<file path="src/hdl/pcie_pkg.sv">
package pcie_pkg;

    // PIO port 0 geometry, one line is one flit
    localparam int PCIE_ADDR_WIDTH = 16;
    localparam int FLIT_WIDTH      = 512;

    // lines below the buffer window hold the registers (bytes 0x0000-0x0fff)
    localparam int RB_BRAM_OFFSET  = 64;

    // dwords per application page, one 64-byte line per page
    localparam int REGS_PER_PAGE   = 4;

    localparam logic [PCIE_ADDR_WIDTH-1:0] CTRL_BYTE_ADDR = 16'h0800;

    // host ring index width, follows the rb_size field
    localparam int RB_SIZE_WIDTH   = 26;

    // dword offsets inside an application page
    typedef enum logic [1:0] {
        REG_TAIL      = 2'd0,
        REG_HEAD      = 2'd1,
        REG_KMEM_LOW  = 2'd2,
        REG_KMEM_HIGH = 2'd3
    } reg_off_e;

    typedef logic [FLIT_WIDTH-1:0] flit_t;

    // write-DMA descriptor, 174 bits
    typedef struct packed {
        logic [63:0] dest_addr;
        logic [63:0] src_addr;
        logic [17:0] size_dw;
        logic [7:0]  desc_id;
        logic [3:0]  app_id;
        logic [15:0] rsvd;
    } wrdm_desc_t;

    // control register, disable sits in bit 0
    typedef struct packed {
        logic [4:0]               total_apps;
        logic [RB_SIZE_WIDTH-1:0] rb_size;
        logic                     disable_bit;
    } ctrl_t;

endpackage

</file>
<file path="src/hdl/ring_ctrl_if.sv">
`timescale 1ns/10ps

interface ring_ctrl_if #(
    parameter int MAX_NB_APPS = 4
);
    localparam int APP_IDX_WIDTH = $clog2(MAX_NB_APPS);

    // pointers of the application whose turn it is
    logic [pcie_pkg::RB_SIZE_WIDTH-1:0] tail;
    logic [63:0]                        kmem_addr;
    logic [APP_IDX_WIDTH-1:0]           app_id;
    logic [pcie_pkg::RB_SIZE_WIDTH-1:0] rb_size;
    logic                               ring_enable;

    // completion from the ring engine
    logic                               dma_done;
    logic [pcie_pkg::RB_SIZE_WIDTH-1:0] new_tail;

    modport regs_side (
        output tail, kmem_addr, app_id, rb_size, ring_enable,
        input  dma_done, new_tail
    );

    modport ring_side (
        input  tail, kmem_addr, app_id, rb_size, ring_enable,
        output dma_done, new_tail
    );

endinterface

</file>
<file path="src/hdl/pio_regs.sv">
`timescale 1ns/10ps

module pio_regs #(
    parameter int MAX_NB_APPS = 4
) (
    input  logic                                 pcie_clk,
    input  logic                                 pcie_reset_n,
    input  logic [pcie_pkg::PCIE_ADDR_WIDTH-1:0] address,
    input  logic                                 read,
    input  logic                                 write,
    input  pcie_pkg::flit_t                      writedata,
    input  logic [pcie_pkg::FLIT_WIDTH/8-1:0]    byteenable,
    output pcie_pkg::flit_t                      reg_readdata,
    output logic                                 reg_readdatavalid,
    output logic                                 disable_pcie,
    ring_ctrl_if.regs_side                       ring
);

    localparam int APP_IDX_WIDTH = $clog2(MAX_NB_APPS);
    localparam int LINE_WIDTH    = pcie_pkg::PCIE_ADDR_WIDTH - 6;
    localparam int CTRL_LINE     = int'(pcie_pkg::CTRL_BYTE_ADDR) >> 6;
    localparam int PTR_WIDTH     = pcie_pkg::RB_SIZE_WIDTH;
    localparam int PAGE_BITS     = 32 * pcie_pkg::REGS_PER_PAGE;

    pcie_pkg::ctrl_t          ctrl;
    logic [PTR_WIDTH-1:0]     tails     [MAX_NB_APPS];
    logic [31:0]              heads     [MAX_NB_APPS];
    logic [31:0]              kmem_low  [MAX_NB_APPS];
    logic [31:0]              kmem_high [MAX_NB_APPS];
    logic [APP_IDX_WIDTH-1:0] app_id;

    logic [LINE_WIDTH-1:0]    line;
    logic [APP_IDX_WIDTH-1:0] page;
    logic                     page_hit;
    logic                     ctrl_hit;
    logic                     reg_region;

    logic                     rd_v1;
    logic                     rd_ctrl1;
    logic                     rd_page_hit1;
    logic [APP_IDX_WIDTH-1:0] rd_page1;
    logic [PAGE_BITS-1:0]     page_dwords;

    // a dword is written only when all four of its byte lanes are enabled
    function automatic logic dw_full(input logic [pcie_pkg::FLIT_WIDTH/8-1:0] be,
                                     input pcie_pkg::reg_off_e off);
        return &be[4*int'(off) +: 4];
    endfunction

    assign line       = address[pcie_pkg::PCIE_ADDR_WIDTH-1:6];
    assign page       = line[APP_IDX_WIDTH-1:0];
    assign page_hit   = line < MAX_NB_APPS;
    assign ctrl_hit   = line == CTRL_LINE;
    assign reg_region = line < pcie_pkg::RB_BRAM_OFFSET;

    // host writes, tail is owned by the ring engine
    always_ff @(posedge pcie_clk) begin
        if (!pcie_reset_n) begin
            ctrl <= '{total_apps: 5'd1, rb_size: '0, disable_bit: 1'b1};
            for (int i = 0; i < MAX_NB_APPS; i++) begin
                heads[i]     <= '0;
                kmem_low[i]  <= '0;
                kmem_high[i] <= '0;
            end
        end else if (write) begin
            if (page_hit) begin
                if (dw_full(byteenable, pcie_pkg::REG_HEAD)) begin
                    heads[page] <= writedata[32*int'(pcie_pkg::REG_HEAD) +: 32];
                end
                if (dw_full(byteenable, pcie_pkg::REG_KMEM_LOW)) begin
                    kmem_low[page] <= writedata[32*int'(pcie_pkg::REG_KMEM_LOW) +: 32];
                end
                if (dw_full(byteenable, pcie_pkg::REG_KMEM_HIGH)) begin
                    kmem_high[page] <= writedata[32*int'(pcie_pkg::REG_KMEM_HIGH) +: 32];
                end
            end
            if (ctrl_hit && (&byteenable[3:0])) begin
                ctrl <= pcie_pkg::ctrl_t'(writedata[31:0]);
            end
        end
    end

    // round robin over active apps, tail stored on completion
    always_ff @(posedge pcie_clk) begin
        if (!pcie_reset_n) begin
            for (int i = 0; i < MAX_NB_APPS; i++) begin
                tails[i] <= '0;
            end
            app_id         <= '0;
            ring.tail      <= '0;
            ring.kmem_addr <= '0;
        end else begin
            if (ring.dma_done) begin
                tails[app_id] <= ring.new_tail;
                if (int'(app_id) + 1 >= int'(ctrl.total_apps)) begin
                    app_id <= '0;
                end else begin
                    app_id <= app_id + 1'b1;
                end
            end
            // selected pointers lag app_id by one cycle
            ring.tail      <= tails[app_id];
            ring.kmem_addr <= {kmem_high[app_id], kmem_low[app_id]};
        end
    end

    assign ring.app_id      = app_id;
    assign ring.rb_size     = ctrl.rb_size;
    assign ring.ring_enable = !ctrl.disable_bit;
    assign disable_pcie     = ctrl.disable_bit;

    // read stage 1: decode
    always_ff @(posedge pcie_clk) begin
        if (!pcie_reset_n) begin
            rd_v1             <= 1'b0;
            reg_readdatavalid <= 1'b0;
        end else begin
            rd_v1             <= read && reg_region;
            reg_readdatavalid <= rd_v1;
        end
    end

    assign page_dwords = {kmem_high[rd_page1], kmem_low[rd_page1],
                          heads[rd_page1], 32'(tails[rd_page1])};

    // read stage 2: output mux
    always_ff @(posedge pcie_clk) begin
        rd_ctrl1     <= ctrl_hit;
        rd_page_hit1 <= page_hit;
        rd_page1     <= page;
        reg_readdata <= '0;
        if (rd_ctrl1) begin
            reg_readdata[31:0] <= ctrl;
        end else if (rd_page_hit1) begin
            reg_readdata[PAGE_BITS-1:0] <= page_dwords;
        end
    end

    // completions must never walk app_id past the active count
    assert property (@(posedge pcie_clk) disable iff (!pcie_reset_n)
        !ctrl.disable_bit |-> (int'(app_id) < int'(ctrl.total_apps)))
        else $error("app_id %0d not below total_apps %0d", app_id, ctrl.total_apps);

endmodule

</file>
<file path="src/flat_wrapper.sv">
// flat-port wrapper written by rule: the top's interface ports become plain ports
module pio_regs_flat 
#(
    parameter int MAX_NB_APPS = 4
)
  (pcie_clk, pcie_reset_n, address, read, write, writedata, byteenable, reg_readdata, reg_readdatavalid, disable_pcie, ring_tail, ring_kmem_addr, ring_app_id, ring_rb_size, ring_ring_enable, ring_dma_done, ring_new_tail);
  ring_ctrl_if #(.MAX_NB_APPS(MAX_NB_APPS)) ring_i ();
  input  logic pcie_clk;
  input  logic pcie_reset_n;
  input  logic [pcie_pkg::PCIE_ADDR_WIDTH-1:0] address;
  input  logic read;
  input  logic write;
  input  pcie_pkg::flit_t writedata;
  input  logic [pcie_pkg::FLIT_WIDTH/8-1:0] byteenable;
  output pcie_pkg::flit_t reg_readdata;
  output logic reg_readdatavalid;
  output logic disable_pcie;
  output wire logic [$bits(ring_i.tail)-1:0] ring_tail;
  output wire logic [$bits(ring_i.kmem_addr)-1:0] ring_kmem_addr;
  output wire logic [$bits(ring_i.app_id)-1:0] ring_app_id;
  output wire logic [$bits(ring_i.rb_size)-1:0] ring_rb_size;
  output wire logic [$bits(ring_i.ring_enable)-1:0] ring_ring_enable;
  input wire logic [$bits(ring_i.dma_done)-1:0] ring_dma_done;
  input wire logic [$bits(ring_i.new_tail)-1:0] ring_new_tail;
  assign ring_tail = ring_i.tail;
  assign ring_kmem_addr = ring_i.kmem_addr;
  assign ring_app_id = ring_i.app_id;
  assign ring_rb_size = ring_i.rb_size;
  assign ring_ring_enable = ring_i.ring_enable;
  assign ring_i.dma_done = ring_dma_done;
  assign ring_i.new_tail = ring_new_tail;
  pio_regs #(.MAX_NB_APPS(MAX_NB_APPS)) u_core (.pcie_clk(pcie_clk), .pcie_reset_n(pcie_reset_n), .address(address), .read(read), .write(write), .writedata(writedata), .byteenable(byteenable), .reg_readdata(reg_readdata), .reg_readdatavalid(reg_readdatavalid), .disable_pcie(disable_pcie), .ring(ring_i));
endmodule
</file>
<file path="config.mk">
export PLATFORM = sky130hd
export DESIGN_NAME = pio_regs_flat
export DESIGN_NICKNAME = d
export VERILOG_FILES = /design/src/hdl/pcie_pkg.sv /design/src/hdl/ring_ctrl_if.sv /design/src/hdl/pio_regs.sv /design/src/flat_wrapper.sv
export SDC_FILE = /design/constraint.sdc
export NUM_CORES = 1
export LEC_CHECK = 0
export ABC_AREA = 0
export ABC_CLOCK_PERIOD_IN_PS = 5700
export BUFFER_PORTS_ARGS = -buffer_cell sky130_fd_sc_hd__buf_4
export CAP_MARGIN = 20
export CELL_PAD_IN_SITES_DETAIL_PLACEMENT = 0
export CELL_PAD_IN_SITES_GLOBAL_PLACEMENT = 1
export CORE_AREA = 2 2 492 494
export DETAILED_ROUTE_END_ITERATION = 8
export DIE_AREA = 0 0 494 496
export PLACE_DENSITY = 0.33
export REMOVE_ABC_BUFFERS = 1
export SYNTH_ARGS = -nofsm -noshare
export SYNTH_HDL_FRONTEND = slang
export SYNTH_SLANG_ARGS = --single-unit
</file>
<file path="constraint.sdc">
create_clock -name pcie_clk -period 5.7 [get_ports pcie_clk]
set_clock_uncertainty 0.2 [all_clocks]
set_input_delay 0.57 -clock pcie_clk [delete_from_list [all_inputs] [get_ports pcie_clk]]
set_output_delay 0.57 -clock pcie_clk [all_outputs]
set_load 0.05 [all_outputs]
</file>
# Word-level counts from Yosys, hierarchy flattened
# Memory sizes are Yosys's and may differ from the RTL's. A register that Yosys moved wholly into a read port is not among the register bits.
# Cells that the tools add are included.
totals:
  input_bits: 623
  word_cells: 71
  ramBits: 488
  mem_count: 4
  reg_bits: 72
memory_table:
  columns: ["name", "words", "word_bits", "rd", "rd_clocked_by_memory_dff", "wr", "line", "rtl"]
  rows:
  - ["u_core.heads", 4, 32, 1, 1, 4, "pio_regs.sv:27", "logic [31:0] heads [MAX_NB_APPS];"]
  - ["u_core.kmem_high", 4, 32, 2, 2, 4, "pio_regs.sv:29", "logic [31:0] kmem_high [MAX_NB_APPS];"]
  - ["u_core.kmem_low", 4, 32, 2, 2, 4, "pio_regs.sv:28", "logic [31:0] kmem_low [MAX_NB_APPS];"]
  - ["u_core.tails", 4, 26, 2, 2, 4, "pio_regs.sv:26", "logic [PTR_WIDTH-1:0] tails [MAX_NB_APPS];"]
op_classes:
  bitwise_logic: 1
  n_addsub: 2
  muxes: 34
  reduce_logical: 16
  n_eq_ne: 1
  order_cmp: 3
op_table:
  columns: ["op", "count"]
  rows:
  - ["two-way mux 32 bit", 4]
  - ["OR reduction 32 bit", 3]
  - ["two-way mux 26 bit", 2]
  - ["greater-or-equal comparator 32 x 6 -> 1 bit", 1]
  - ["OR reduction 26 bit", 1]
  - ["two-way mux 1 bit", 23]
  - ["AND reduction 4 bit", 4]
  - ["equality test 10 x 6 -> 1 bit (second input constant)", 1]
  - ["< comparator 10 x 3 -> 1 bit (second input constant)", 1]
  - ["< comparator 10 x 7 -> 1 bit (second input constant)", 1]
  - ["two-way mux 2 bit", 5]
  - ["logical NOT 1 bit", 4]
  - ["adder 2 x 1 -> 3 bit (second input constant)", 1]
  - ["adder 2 x 1 -> 2 bit (second input constant)", 1]
  - ["logical AND 1 bit", 2]
  - ["AND reduction 2 bit", 1]
  - ["OR reduction 2 bit", 1]
  - ["NOT 1 bit", 1]

# Depth between registers and ports, before layout
# Gate-level depths: netlist of the first run.
depth:
  word_depth: 8
  mapped_depth: 6
  mapped_depth_nobuf: 5

# Least setup slack after synthesis of the first run
# Ideal clock, no wire load.
synth_timing:
  kind: "input-to-reg"
  startpoint: "input address[14] (netlist name)"
  endpoint: "memory u_core.kmem_high[0][0] (enable)"
  setup_time_ns: 0.466
  arrival_time_ns: 3.544
  slack_ns: 1.490
  cell_stages: 4
  cell_sequence: "nor4_4 and3b_1 nand2b_1 o21ai_0"
synth_lines:
  columns: ["item", "line", "rtl"]
  rows:
  - ["start, declared", "flat_wrapper.sv:10", "input logic [pcie_pkg::PCIE_ADDR_WIDTH-1:0] address;"]
  - ["end, declared", "pio_regs.sv:29", null]

# Worst setup path after layout of the first run
layout_timing:
  startpoint: "register u_core.app_id[1] (netlist: u_core.ring.app_id[1])"
  endpoint: "output ring_app_id[1]"
layout_lines:
  columns: ["item", "line", "rtl"]
  rows:
  - ["start, declared", "pio_regs.sv:30", "logic [APP_IDX_WIDTH-1:0] app_id;"]
  - ["start signal, assigned", "pio_regs.sv:98", "app_id <= app_id + 1'b1;"]
  - ["end, declared", "flat_wrapper.sv:20", "output wire logic [$bits(ring_i.app_id)-1:0] ring_app_id;"]
# No word-level cell between the ends.

==> results.yml, run 1 <==
drt:
  viasPerCell: 3.11
  drtIter0Drc: 1012
  postRouteAntennaNets: 0
  drc: 0
  first_pass_iters: 4
  wirelength_um: 127000
  vias: 19481
  wire_per_inst_um: 20.3
hold_path:
  hold_path.class: "in -> reg"
  hp-start: "address[14]"
floorplan:
  start_util: 0.142
  die_h_um: 496
  core_sq_um: 240000
  pin_count: 1256
  num_rows: 180
  die_area_sq_um: 245000
  dieWidth_um: 494
timing:
  clock.fmax_ghz: 0.298
  min_period_over_period: 0.588
  worst_pin_slew_ns: 1.02
  slew_viol_final: 0
  holdWs_ns: 0.0977
  hold_violations: 0
  finalWorstPathRequiredPeriod_ns: 3.35
  rsz0062_at_grt: "false"
  setup_viol: 0
  relSlewSlack: 0.323
  finalSetupTns_ns: 0
clocking:
  cts_tree: "done"
  cts_buffers: 100
  root_buffer: "clkbuf_16"
  postCtsSetupRepairBufs: 0
  cts-hold-fix-buffers: 163
  clockBufferDepth: 3
  clk_pin_slew_ns: 0.06
  htree_levels: 3
  ctsResizeCount: 0
  clock_latency_ns: 0.73
  cts.sinks: 746
logic_synthesis:
  synth_warnings: 0
  yosysTopAreaCell: "edfxtp_1"
  synthTopCellsByArea: "edfxtp_1, dfxtp_1, mux4_2"
  synth_area_sq_um: 34000
  synth_cell_types: 41
  yosys.area.top_type_share: 0.431
  syn_area_per_cell_sq_um: 14.3
  ys_ff_latch: 746
  synth_seq_area_share: 0.583
  netlist_instances: 2383
grt:
  first_global_vias: 20504
  antenna_found_initial: 47
  grtUsageTotal: 0.101
  grt_pass1_wl_um: 172000
  globalRouteOverflowTotal: 0
  grt_max_degree: 69
critical_path:
  worstSetupStartpointType: "flip-flop"
  worstSetupPathType: "reg -> out"
  worstPathMaxFanout: 33
  rr_startpoint: "u_core.ring.app_id[1]$_SDFFE_PN0P_"
  crit_start: "u_core.ring.app_id[1]$_SDFFE_PN0P_"
  cp-end-kind: "output pin"
  crit_required_ns: 4.93
  rrSetupSlack_ns: 2.39
  worstPathArrival_ns: 2.58
power:
  leakagePower_nw: 16.8
  p_per_area_nw_per_um2: 318
  ir_drop_v: 0.000220
placed_design:
  place_inst: 5890
  routabilityCongestion: 0.665
  portBuffers: 433
  hpwlAfterDp_um: 81500
cells_and_area:
  layout.cells.non_filler: 6260
  drive_gt1_frac: 0.291
  syn_to_final_growth_pct: 31.0
  final_common_cell: "and2_1"
  nNetsFinal: 3597
  final_cell_mix: "and2_1, edfxtp_1, buf_4, conb_1, dfxtp_1"
flow_run:
  max-cap-violations: 0
status:
  outcome: "finished clean"
metal layers:
layer	GRT usage	up-vias	share of wire
met2	0.154	607	0.45
met4	0.0253	16	0.021
met1	0.138	9825	0.47
li1	-	8861	-
met5	0	-	0.00083
met3	0.0300	172	0.065
sequential cells by signal, summed over array words and instances (netlist names):
| register | flops |
|---|---|
| u_core.reg_readdata | 128 |
| u_core.ctrl | 5 |
| u_core.tails | 104 |
| u_core.ring.rb_size | 26 |
| u_core.ring.tail | 26 |
| u_core.rd_page1 | 2 |
| u_core.rd_page_hit1 | 1 |
| u_core.kmem_high | 128 |
| u_core.reg_readdatavalid | 1 |
| u_core.ring.kmem_addr | 64 |
| u_core.heads | 128 |
| u_core.disable_pcie | 1 |
| u_core.ring.app_id | 2 |
| u_core.rd_ctrl1 | 1 |
| u_core.kmem_low | 128 |
| u_core.rd_v1 | 1 |
synth_stat cells (all sizes together):
| library cell | number |
|---|---|
| and2 | 655 |
| edfxtp | 488 |
| buf | 474 |
| dfxtp | 258 |
| mux4 | 212 |
| clkbuf | 72 |
| nand2 | 66 |
| mux2i | 32 |
| and3 | 27 |
| a22o | 26 |
| o21ai | 12 |
| nand2b | 10 |
| nor3 | 10 |
| nor2b | 5 |
| ha | 4 |
| nor2 | 4 |
| nor4 | 4 |
| inv | 3 |
| nand3 | 3 |
| nand4 | 3 |
| nor3b | 3 |
| a21o | 2 |
| a21oi | 1 |
| and3b | 1 |
| conb | 1 |
| nand3b | 1 |
| nand4b | 1 |
| nor4b | 1 |
| o2111ai | 1 |
| o211ai | 1 |
| or2 | 1 |
| xor2 | 1 |
stage by stage:
stage,instance area (sq um),setup slack (ns),power [W],util
2_1_floorplan,31700,-1.04,0.00735,-
3_3_place_gp,39500,1.96,0.00786,0.165
3_5_place_dp,39600,1.97,0.00787,0.165
4_1_cts,44500,2.11,0.0145,0.186
5_1_grt,44500,2.16,0.0148,0.186
6_report,44600,2.35,0.0142,0.186
worst paths after layout:
path,end,cells past startpoint
hold reg to reg,u_core.reg_readdatavalid$_SDFF_PN0_,1
hold / removal,u_core.rd_v1$_SDFF_PN0_,3
setup reg to reg,u_core.ring.kmem_addr[10]$_SDFF_PN0_,4
setup / recovery,ring_app_id[1],2
critical path: stages, from the launching register on:
cell	delay, ns
dfxtp_4	0.77
buf_4	0.72
buf_4	0.33
power breakdown:
part	total, W	switching, W	internal [W]
logic	0.00173	0.00121	0.000514
registers	0.00609	0.000105	0.00598
clock network	0.00637	0.00265	0.00372
kinds of logic (layout without fill, tap and decap cells):
kind of cell	count (synthesis)	after routing	share of synthesized area
AND/OR/NAND/NOR	795	795	0.145
buffers and inverters	549	841	0.111
flip-flops	746	746	0.583
other	1	401	0.000110
AO/OA/AOI/OAI	43	43	0.00953
multiplexers	244	244	0.150
adder cells (fa/ha/maj)	4	4	0.00147
XOR/XNOR	1	1	0.000258
final cells by class:
cell class              count  area (sq um)
inverters                   3          11.3
diodes                     17          42.5
clock inverters            27           224
flip-flops and latches    746         19800
fillers                 26195        195000
well taps                3185          3990
repair buffers            648          5340
clock buffers             163          3090
multi-input cells        1471         12000
Power figures use the tool's default switching activity.
==> run 2: changes to the inputs <==
ABC_CLOCK_PERIOD_IN_PS = 2900   (was 5700)
CORE_AREA = 2 2 482 484   (was 2 2 492 494)
DIE_AREA = 0 0 484 486   (was 0 0 494 496)
PLACE_DENSITY = 0.36   (was 0.33)
clock period = 2.9 ns   (was 5.7 ns; I/O delays follow)
==> run 2 against run 1 <==
Final cell count is 1.9% lower. Sequential power is 97% higher. Die area is 4.0% lower. Clock-buffer cell count decreased by 4. Flip-flop and latch count is the same. Worst hold slack better by 0.031 ns. Clock power is 93% higher. Critical path type unchanged.
==> results.yml, run 2 (synthesis gave the netlist of run 1 again) <==
drt:
  drtIter0Drc: 953
  postRouteAntennaNets: 0
  wire_per_inst_um: 19.9
  drc: 0
  viasPerCell: 3.15
  wirelength_um: 122000
  first_pass_iters: 5
  vias: 19363
grt:
  grtUsageMet3: 0.0333
  first_global_vias: 20346
  use_met1: 0.132
  globalRouteOverflowTotal: 0
  grt_max_degree: 89
  met2_usage: 0.162
  grt.busiest_layer: "met2"
  grt_pass1_wl_um: 168000
  grtUsageTotal: 0.102
  antenna_found_initial: 50
floorplan:
  core_sq_um: 229000
  num_rows: 176
  dieWidth_um: 484
  pin_count: 1256
  start_util: 0.148
  die_h_um: 486
  die_area_sq_um: 235000
timing:
  slew_viol_final: 0
  clock.fmax_ghz: 0.386
  holdWs_ns: 0.128
  rsz0062_at_grt: "false"
  setup_viol: 0
  finalWorstPathRequiredPeriod_ns: 2.59
  relSlewSlack: 0.401
  worst_pin_slew_ns: 0.899
  min_period_over_period: 0.893
  finalSetupTns_ns: 0
  hold_violations: 0
clocking:
  cts_buffers: 101
  clockBufferDepth: 3
  root_buffer: "clkbuf_16"
  clk_pin_slew_ns: 0.06
  htree_levels: 3
  cts_tree: "done"
  cts.sinks: 746
  clock_latency_ns: 0.73
critical_path:
  crit_required_ns: 2.41
  crit_start: "u_core.ring.app_id[0]$_SDFFE_PN0P_"
  cp_cell_sequence: "buf_4 > buf_4 > buf_4"
  worstPathMaxFanout: 11
  crit_family: "buffers and inverters"
  path_common_cell: "buf_4"
  slowest_stage: "dfxtp_4"
  critPathBufInv: 3
  worstSetupStartpointType: "flip-flop"
  rr_startpoint: "u_core.ring.app_id[0]$_SDFFE_PN0P_"
  cp-end-kind: "output pin"
  worstPathArrival_ns: 2.10
  worstSetupPathType: "reg -> out"
  critPathMaxStageDelay_ns: 0.52
placed_design:
  routabilityCongestion: 0.677
  hpwlAfterDp_um: 81900
  portBuffers: 433
power:
  p_per_area_nw_per_um2: 615
  seqPwrFrac: 0.432
  p_int_w: 0.0201
  combPwrFrac: 0.125
  leakagePower_nw: 17.0
  p_switching_w: 0.00764
  switching_share: 0.276
  p_clk_frac: 0.443
  finalPower_w: 0.0277
  ir_drop_v: 0.000455
hold_path:
  hold_path.class: "in -> reg"
  hp-start: "address[7]"
cells_and_area:
  nNetsFinal: 3635
  syn_to_final_growth_pct: 32.5
  final_util: 0.196
  seqCellArea_sq_um: 19800
  drive_gt1_frac: 0.294
  final_common_cell: "and2_1"
  multi_input_area_sq_um: 12000
  final_cell_mix: "and2_1, edfxtp_1, buf_4, conb_1, dfxtp_1"
  fill_cells: 24920
status:
  outcome: "finished clean"
flow_run:
  max-cap-violations: 0
run 2: per-layer routing:
layer	part of all wire	wire (um)
met1	0.44	54100
met5	0.0013	163
met2	0.47	56900
met4	0.019	2270
met3	0.071	8710
run 2: worst paths after layout:
path	endpoint	slack (ns)	cells after the start
worst max-delay path	ring_app_id[0]	0.31	3
worst min-delay path	u_core.rd_page1[1]$_DFF_P_	0.13	2
worst max register to register	u_core.ring.tail[7]$_SDFF_PN0_	0.77	4
worst min register to register	u_core.reg_readdatavalid$_SDFF_PN0_	0.25	1
run 2: final cells by class:
class	count	area share
Sequential cell	746	0.440
Multi-Input combinational cell	1471	0.266
Timing Repair Buffer	685	0.136
Tap cell	3026	0.0840
Clock buffer	159	0.0650
Clock inverter	30	0.00703
Antenna cell	24	0.00133
Inverter	3	0.000250
run 2: repair_timing:
item                                    4_1_cts  5_1_grt
endpoints found under the setup margin        0        0
endpoints found under the hold margin       531        0
hold buffers                                167        0
gates resized for setup                       0        0
buffers inserted                              0        0
run 2: through the flow:
step | instances | area (sq um) | setup slack [ns]
after detailed placement | 5764 | 40100 | 0.274
final | 6144 | 45000 | 0.310
after floorplan | 2220 | 31700 | -3.84
after global placement | 5764 | 40100 | 0.303
after global routing | 6129 | 45000 | 0.108
after CTS | 6120 | 45000 | 0.117
run 2: power groups by stage:
stage	logic [W]	clock network [W]	registers, W
after floorplan	0.00188	0	0.0126
after global placement	0.00333	0	0.0122
after detailed placement	0.00333	0	0.0122
after CTS	0.00357	0.0128	0.0120
after global routing	0.00369	0.0132	0.0120
final	0.00348	0.0123	0.0120
==> run 3: changes to the inputs <==
CORE_AREA = 2 2 490 492   (was 2 2 482 484)
CTS_BUF_LIST = sky130_fd_sc_hd__clkbuf_2   (was default)
DIE_AREA = 0 0 492 494   (was 0 0 484 486)
PLACE_DENSITY = 0.35   (was 0.36)
==> run 3 against run 2 <==
Critical endpoint is now u_core.kmem_low[1][2]$_SDFFCE_PN0P_. Highest routed layer unchanged. Global-route usage increased by 0.45 points. Fmax is 15% lower. Wire length is 9.2% higher. Clock-buffer cell count rose by 197. Non-clock buffer count up 585. Worst setup slack lost 0.47 ns. Sequential share of layout area is 5.5 points lower. Register-to-register slack got worse by 0.62 ns. Die area increased by 3.3%. The flow now finishes with violations (negative setup slack). Utilization is 2.5 points higher. Power down 10%. Final cell count up 16%.
==> results.yml, run 3 (synthesis gave the netlist of run 1 again) <==
critical_path:
  rrSetupSlack_ns: 0.15
  slowest_stage: "dlygate4sd3_1"
  worst-r2r-cell-count: 6
  worstSetupPathType: "in -> reg"
  cp_cell_sequence: "dlygate4sd3_1 > buf_4 > dlygate4sd3_1 > nand4b_2 > dlygate4sd3_1 > dlygate4sd3_1 > buf_4 > nor3_4 > buf_12 > and2_1 > dlygate4sd3_1"
  r2r_end: "u_core.tails[0][8]$_SDFFCE_PN0P_"
  path_common_cell: "dlygate4sd3_1"
  crit_required_ns: 4.20
  crit_family: "buffers and inverters"
  critPathBufInv: 8
  rr_startpoint: "u_core.ring.app_id[1]$_SDFFE_PN0P_"
  worstPathMaxFanout: 34
  critPathMaxStageDelay_ns: 0.58
  cp-end-kind: "flip-flop"
  worstSetupStartpointType: "input pin"
  worstPathArrival_ns: 4.37
clocking:
  cts_tree: "done"
  clock_latency_ns: 1.72
  htree_levels: 4
  clk_pin_slew_ns: 0.11
  cts.sinks: 746
  cts_buffers: 230
  root_buffer: "clkbuf_2"
  clockBufferDepth: 3
power:
  leakagePower_nw: 20.6
  seqPwrFrac: 0.480
  switching_share: 0.322
  p_per_area_nw_per_um2: 475
  ir_drop_v: 0.000304
  p_switching_w: 0.00803
  p_clk_frac: 0.355
  combPwrFrac: 0.165
  p_int_w: 0.0169
timing:
  clock.fmax_ghz: 0.326
  layout_setup_ws_ns: -0.164
  finalSetupTns_ns: -6.74
  slew_viol_final: 0
  rsz0062_at_grt: "true"
  relSlewSlack: 0.235
  hold_violations: 0
  worst_pin_slew_ns: 1.15
  min_period_over_period: 1.06
  finalWorstPathRequiredPeriod_ns: 3.06
  setup_viol: 80
grt:
  grt_max_degree: 81
  grt_pass1_wl_um: 183000
  globalRouteOverflowTotal: 0
  antenna_found_initial: 38
  grtUsageTotal: 0.106
  first_global_vias: 24816
status:
  violations: "negative setup slack"
  outcome: "complete, but fails checks"
placed_design:
  placed_cell_area_sq_um: 40100
  place_inst: 5896
  portBuffers: 433
  dpl_worst_slack_ns: 0.251
  hpwlAfterDp_um: 81100
  routabilityCongestion: 0.673
drt:
  viasPerCell: 3.20
  postRouteAntennaNets: 0
  first_pass_iters: 4
  drc: 0
  vias: 22772
  wirelength_um: 133000
  wire_per_inst_um: 18.8
  drtIter0Drc: 846
floorplan:
  start_util: 0.143
  die_area_sq_um: 243000
  dieWidth_um: 492
  core_sq_um: 237000
  die_h_um: 494
  pin_count: 1256
  num_rows: 179
cells_and_area:
  nNetsFinal: 4349
  syn_to_final_growth_pct: 54.2
  final_cell_area_sq_um: 52400
  final_common_cell: "dlygate4sd3_1"
  final_cell_mix: "dlygate4sd3_1, and2_1, edfxtp_1, conb_1, clkbuf_2"
  fill_cells: 25543
  layout.cells.non_filler: 7112
  drive_gt1_frac: 0.367
  seqCellArea_sq_um: 20200
  multi_input_area_sq_um: 12000
hold_path:
  hp-start: "u_core.rd_v1$_SDFF_PN0_"
  hold_path.class: "reg -> reg"
  holdPathEnd: "u_core.reg_readdatavalid$_SDFF_PN0_"
  hold_depth: 1
flow_run:
  max-cap-violations: 0
[run 3: changes by cell type in the layout (fill, tap and decap cells not counted), moves of 24 or more]
cell           before  now
dfxtp_2             1  223
buf_8               0  193
clkbuf_2            0  356
clkinv_1            3   53
buf_12             43   85
clkbuf_1           43    0
clkbuf_16         104    4
buf_4             474  258
dfxtp_4             4   28
dfxtp_1           253    7
dlygate4sd3_1     167  710
[run 3: layer usage]
layer  part of all wire  track usage  up-vias
li1                   -            -    10527
met1               0.44        0.134    11289
met2               0.47        0.172      711
met3              0.069       0.0368      225
met4              0.025       0.0285       20
met5            0.00086            0        -
[run 3: how the worst max path moves through the flow]
stage	startpoint	to	slack (ns)	depth (start not counted)
2_1_floorplan	u_core.ring.app_id[0]$_SDFFE_PN0P_	u_core.tails[2][0]$_SDFFCE_PN0P_	-3.84	2
3_3_place_gp	address[14]	u_core.kmem_high[3][28]$_DFFE_PP_	0.28	6
3_5_place_dp	address[14]	u_core.kmem_high[3][28]$_DFFE_PP_	0.25	6
4_1_cts	u_core.ring.app_id[0]$_SDFFE_PN0P_	ring_app_id[0]	-0.48	2
5_1_grt	u_core.ring.app_id[0]$_SDFFE_PN0P_	ring_app_id[0]	-0.44	2
6_report	address[10]	u_core.kmem_low[1][2]$_SDFFCE_PN0P_	-0.16	11
[run 3: layout make-up]
class,count,share of cell area
Clock buffer,356,0.0340
Inverter,3,0.000215
Multi-Input combinational cell,1471,0.229
Timing Repair Buffer,1270,0.267
Tap cell,3167,0.0756
Antenna cell,23,0.00110
Clock inverter,76,0.00806
Sequential cell,746,0.385
[run 3: what timing repair did]
action / in CTS / in global routing
setup endpoints to repair: 249 / 351
pin swaps: 0 / 4
hold endpoints to repair: 1106 / 0
gates cloned: 0 / 5
hold buffers: 718 / 0
gates resized for setup: 782 / 28
buffers inserted: 30 / 13
[run 3: power groups by stage]
| stage | logic, W | clock network (W) | registers, W |
|---|---|---|---|
| 6_report | 0.00410 | 0.00886 | 0.0120 |
| 3_5_place_dp | 0.00332 | 0 | 0.0122 |
| 3_3_place_gp | 0.00332 | 0 | 0.0122 |
| 2_1_floorplan | 0.00188 | 0 | 0.0126 |
| 5_1_grt | 0.00435 | 0.0101 | 0.0120 |
| 4_1_cts | 0.00419 | 0.00956 | 0.0120 |
[run 3: metrics by stage]
step	utilization	power (W)	hold WS, ns
floorplan	-	0.0144	0.118
global placement	0.169	0.0155	0.217
detailed placement	0.169	0.0155	0.225
CTS	0.220	0.0257	0.00101
global route	0.221	0.0264	0.0388
finish	0.221	0.0249	0.255
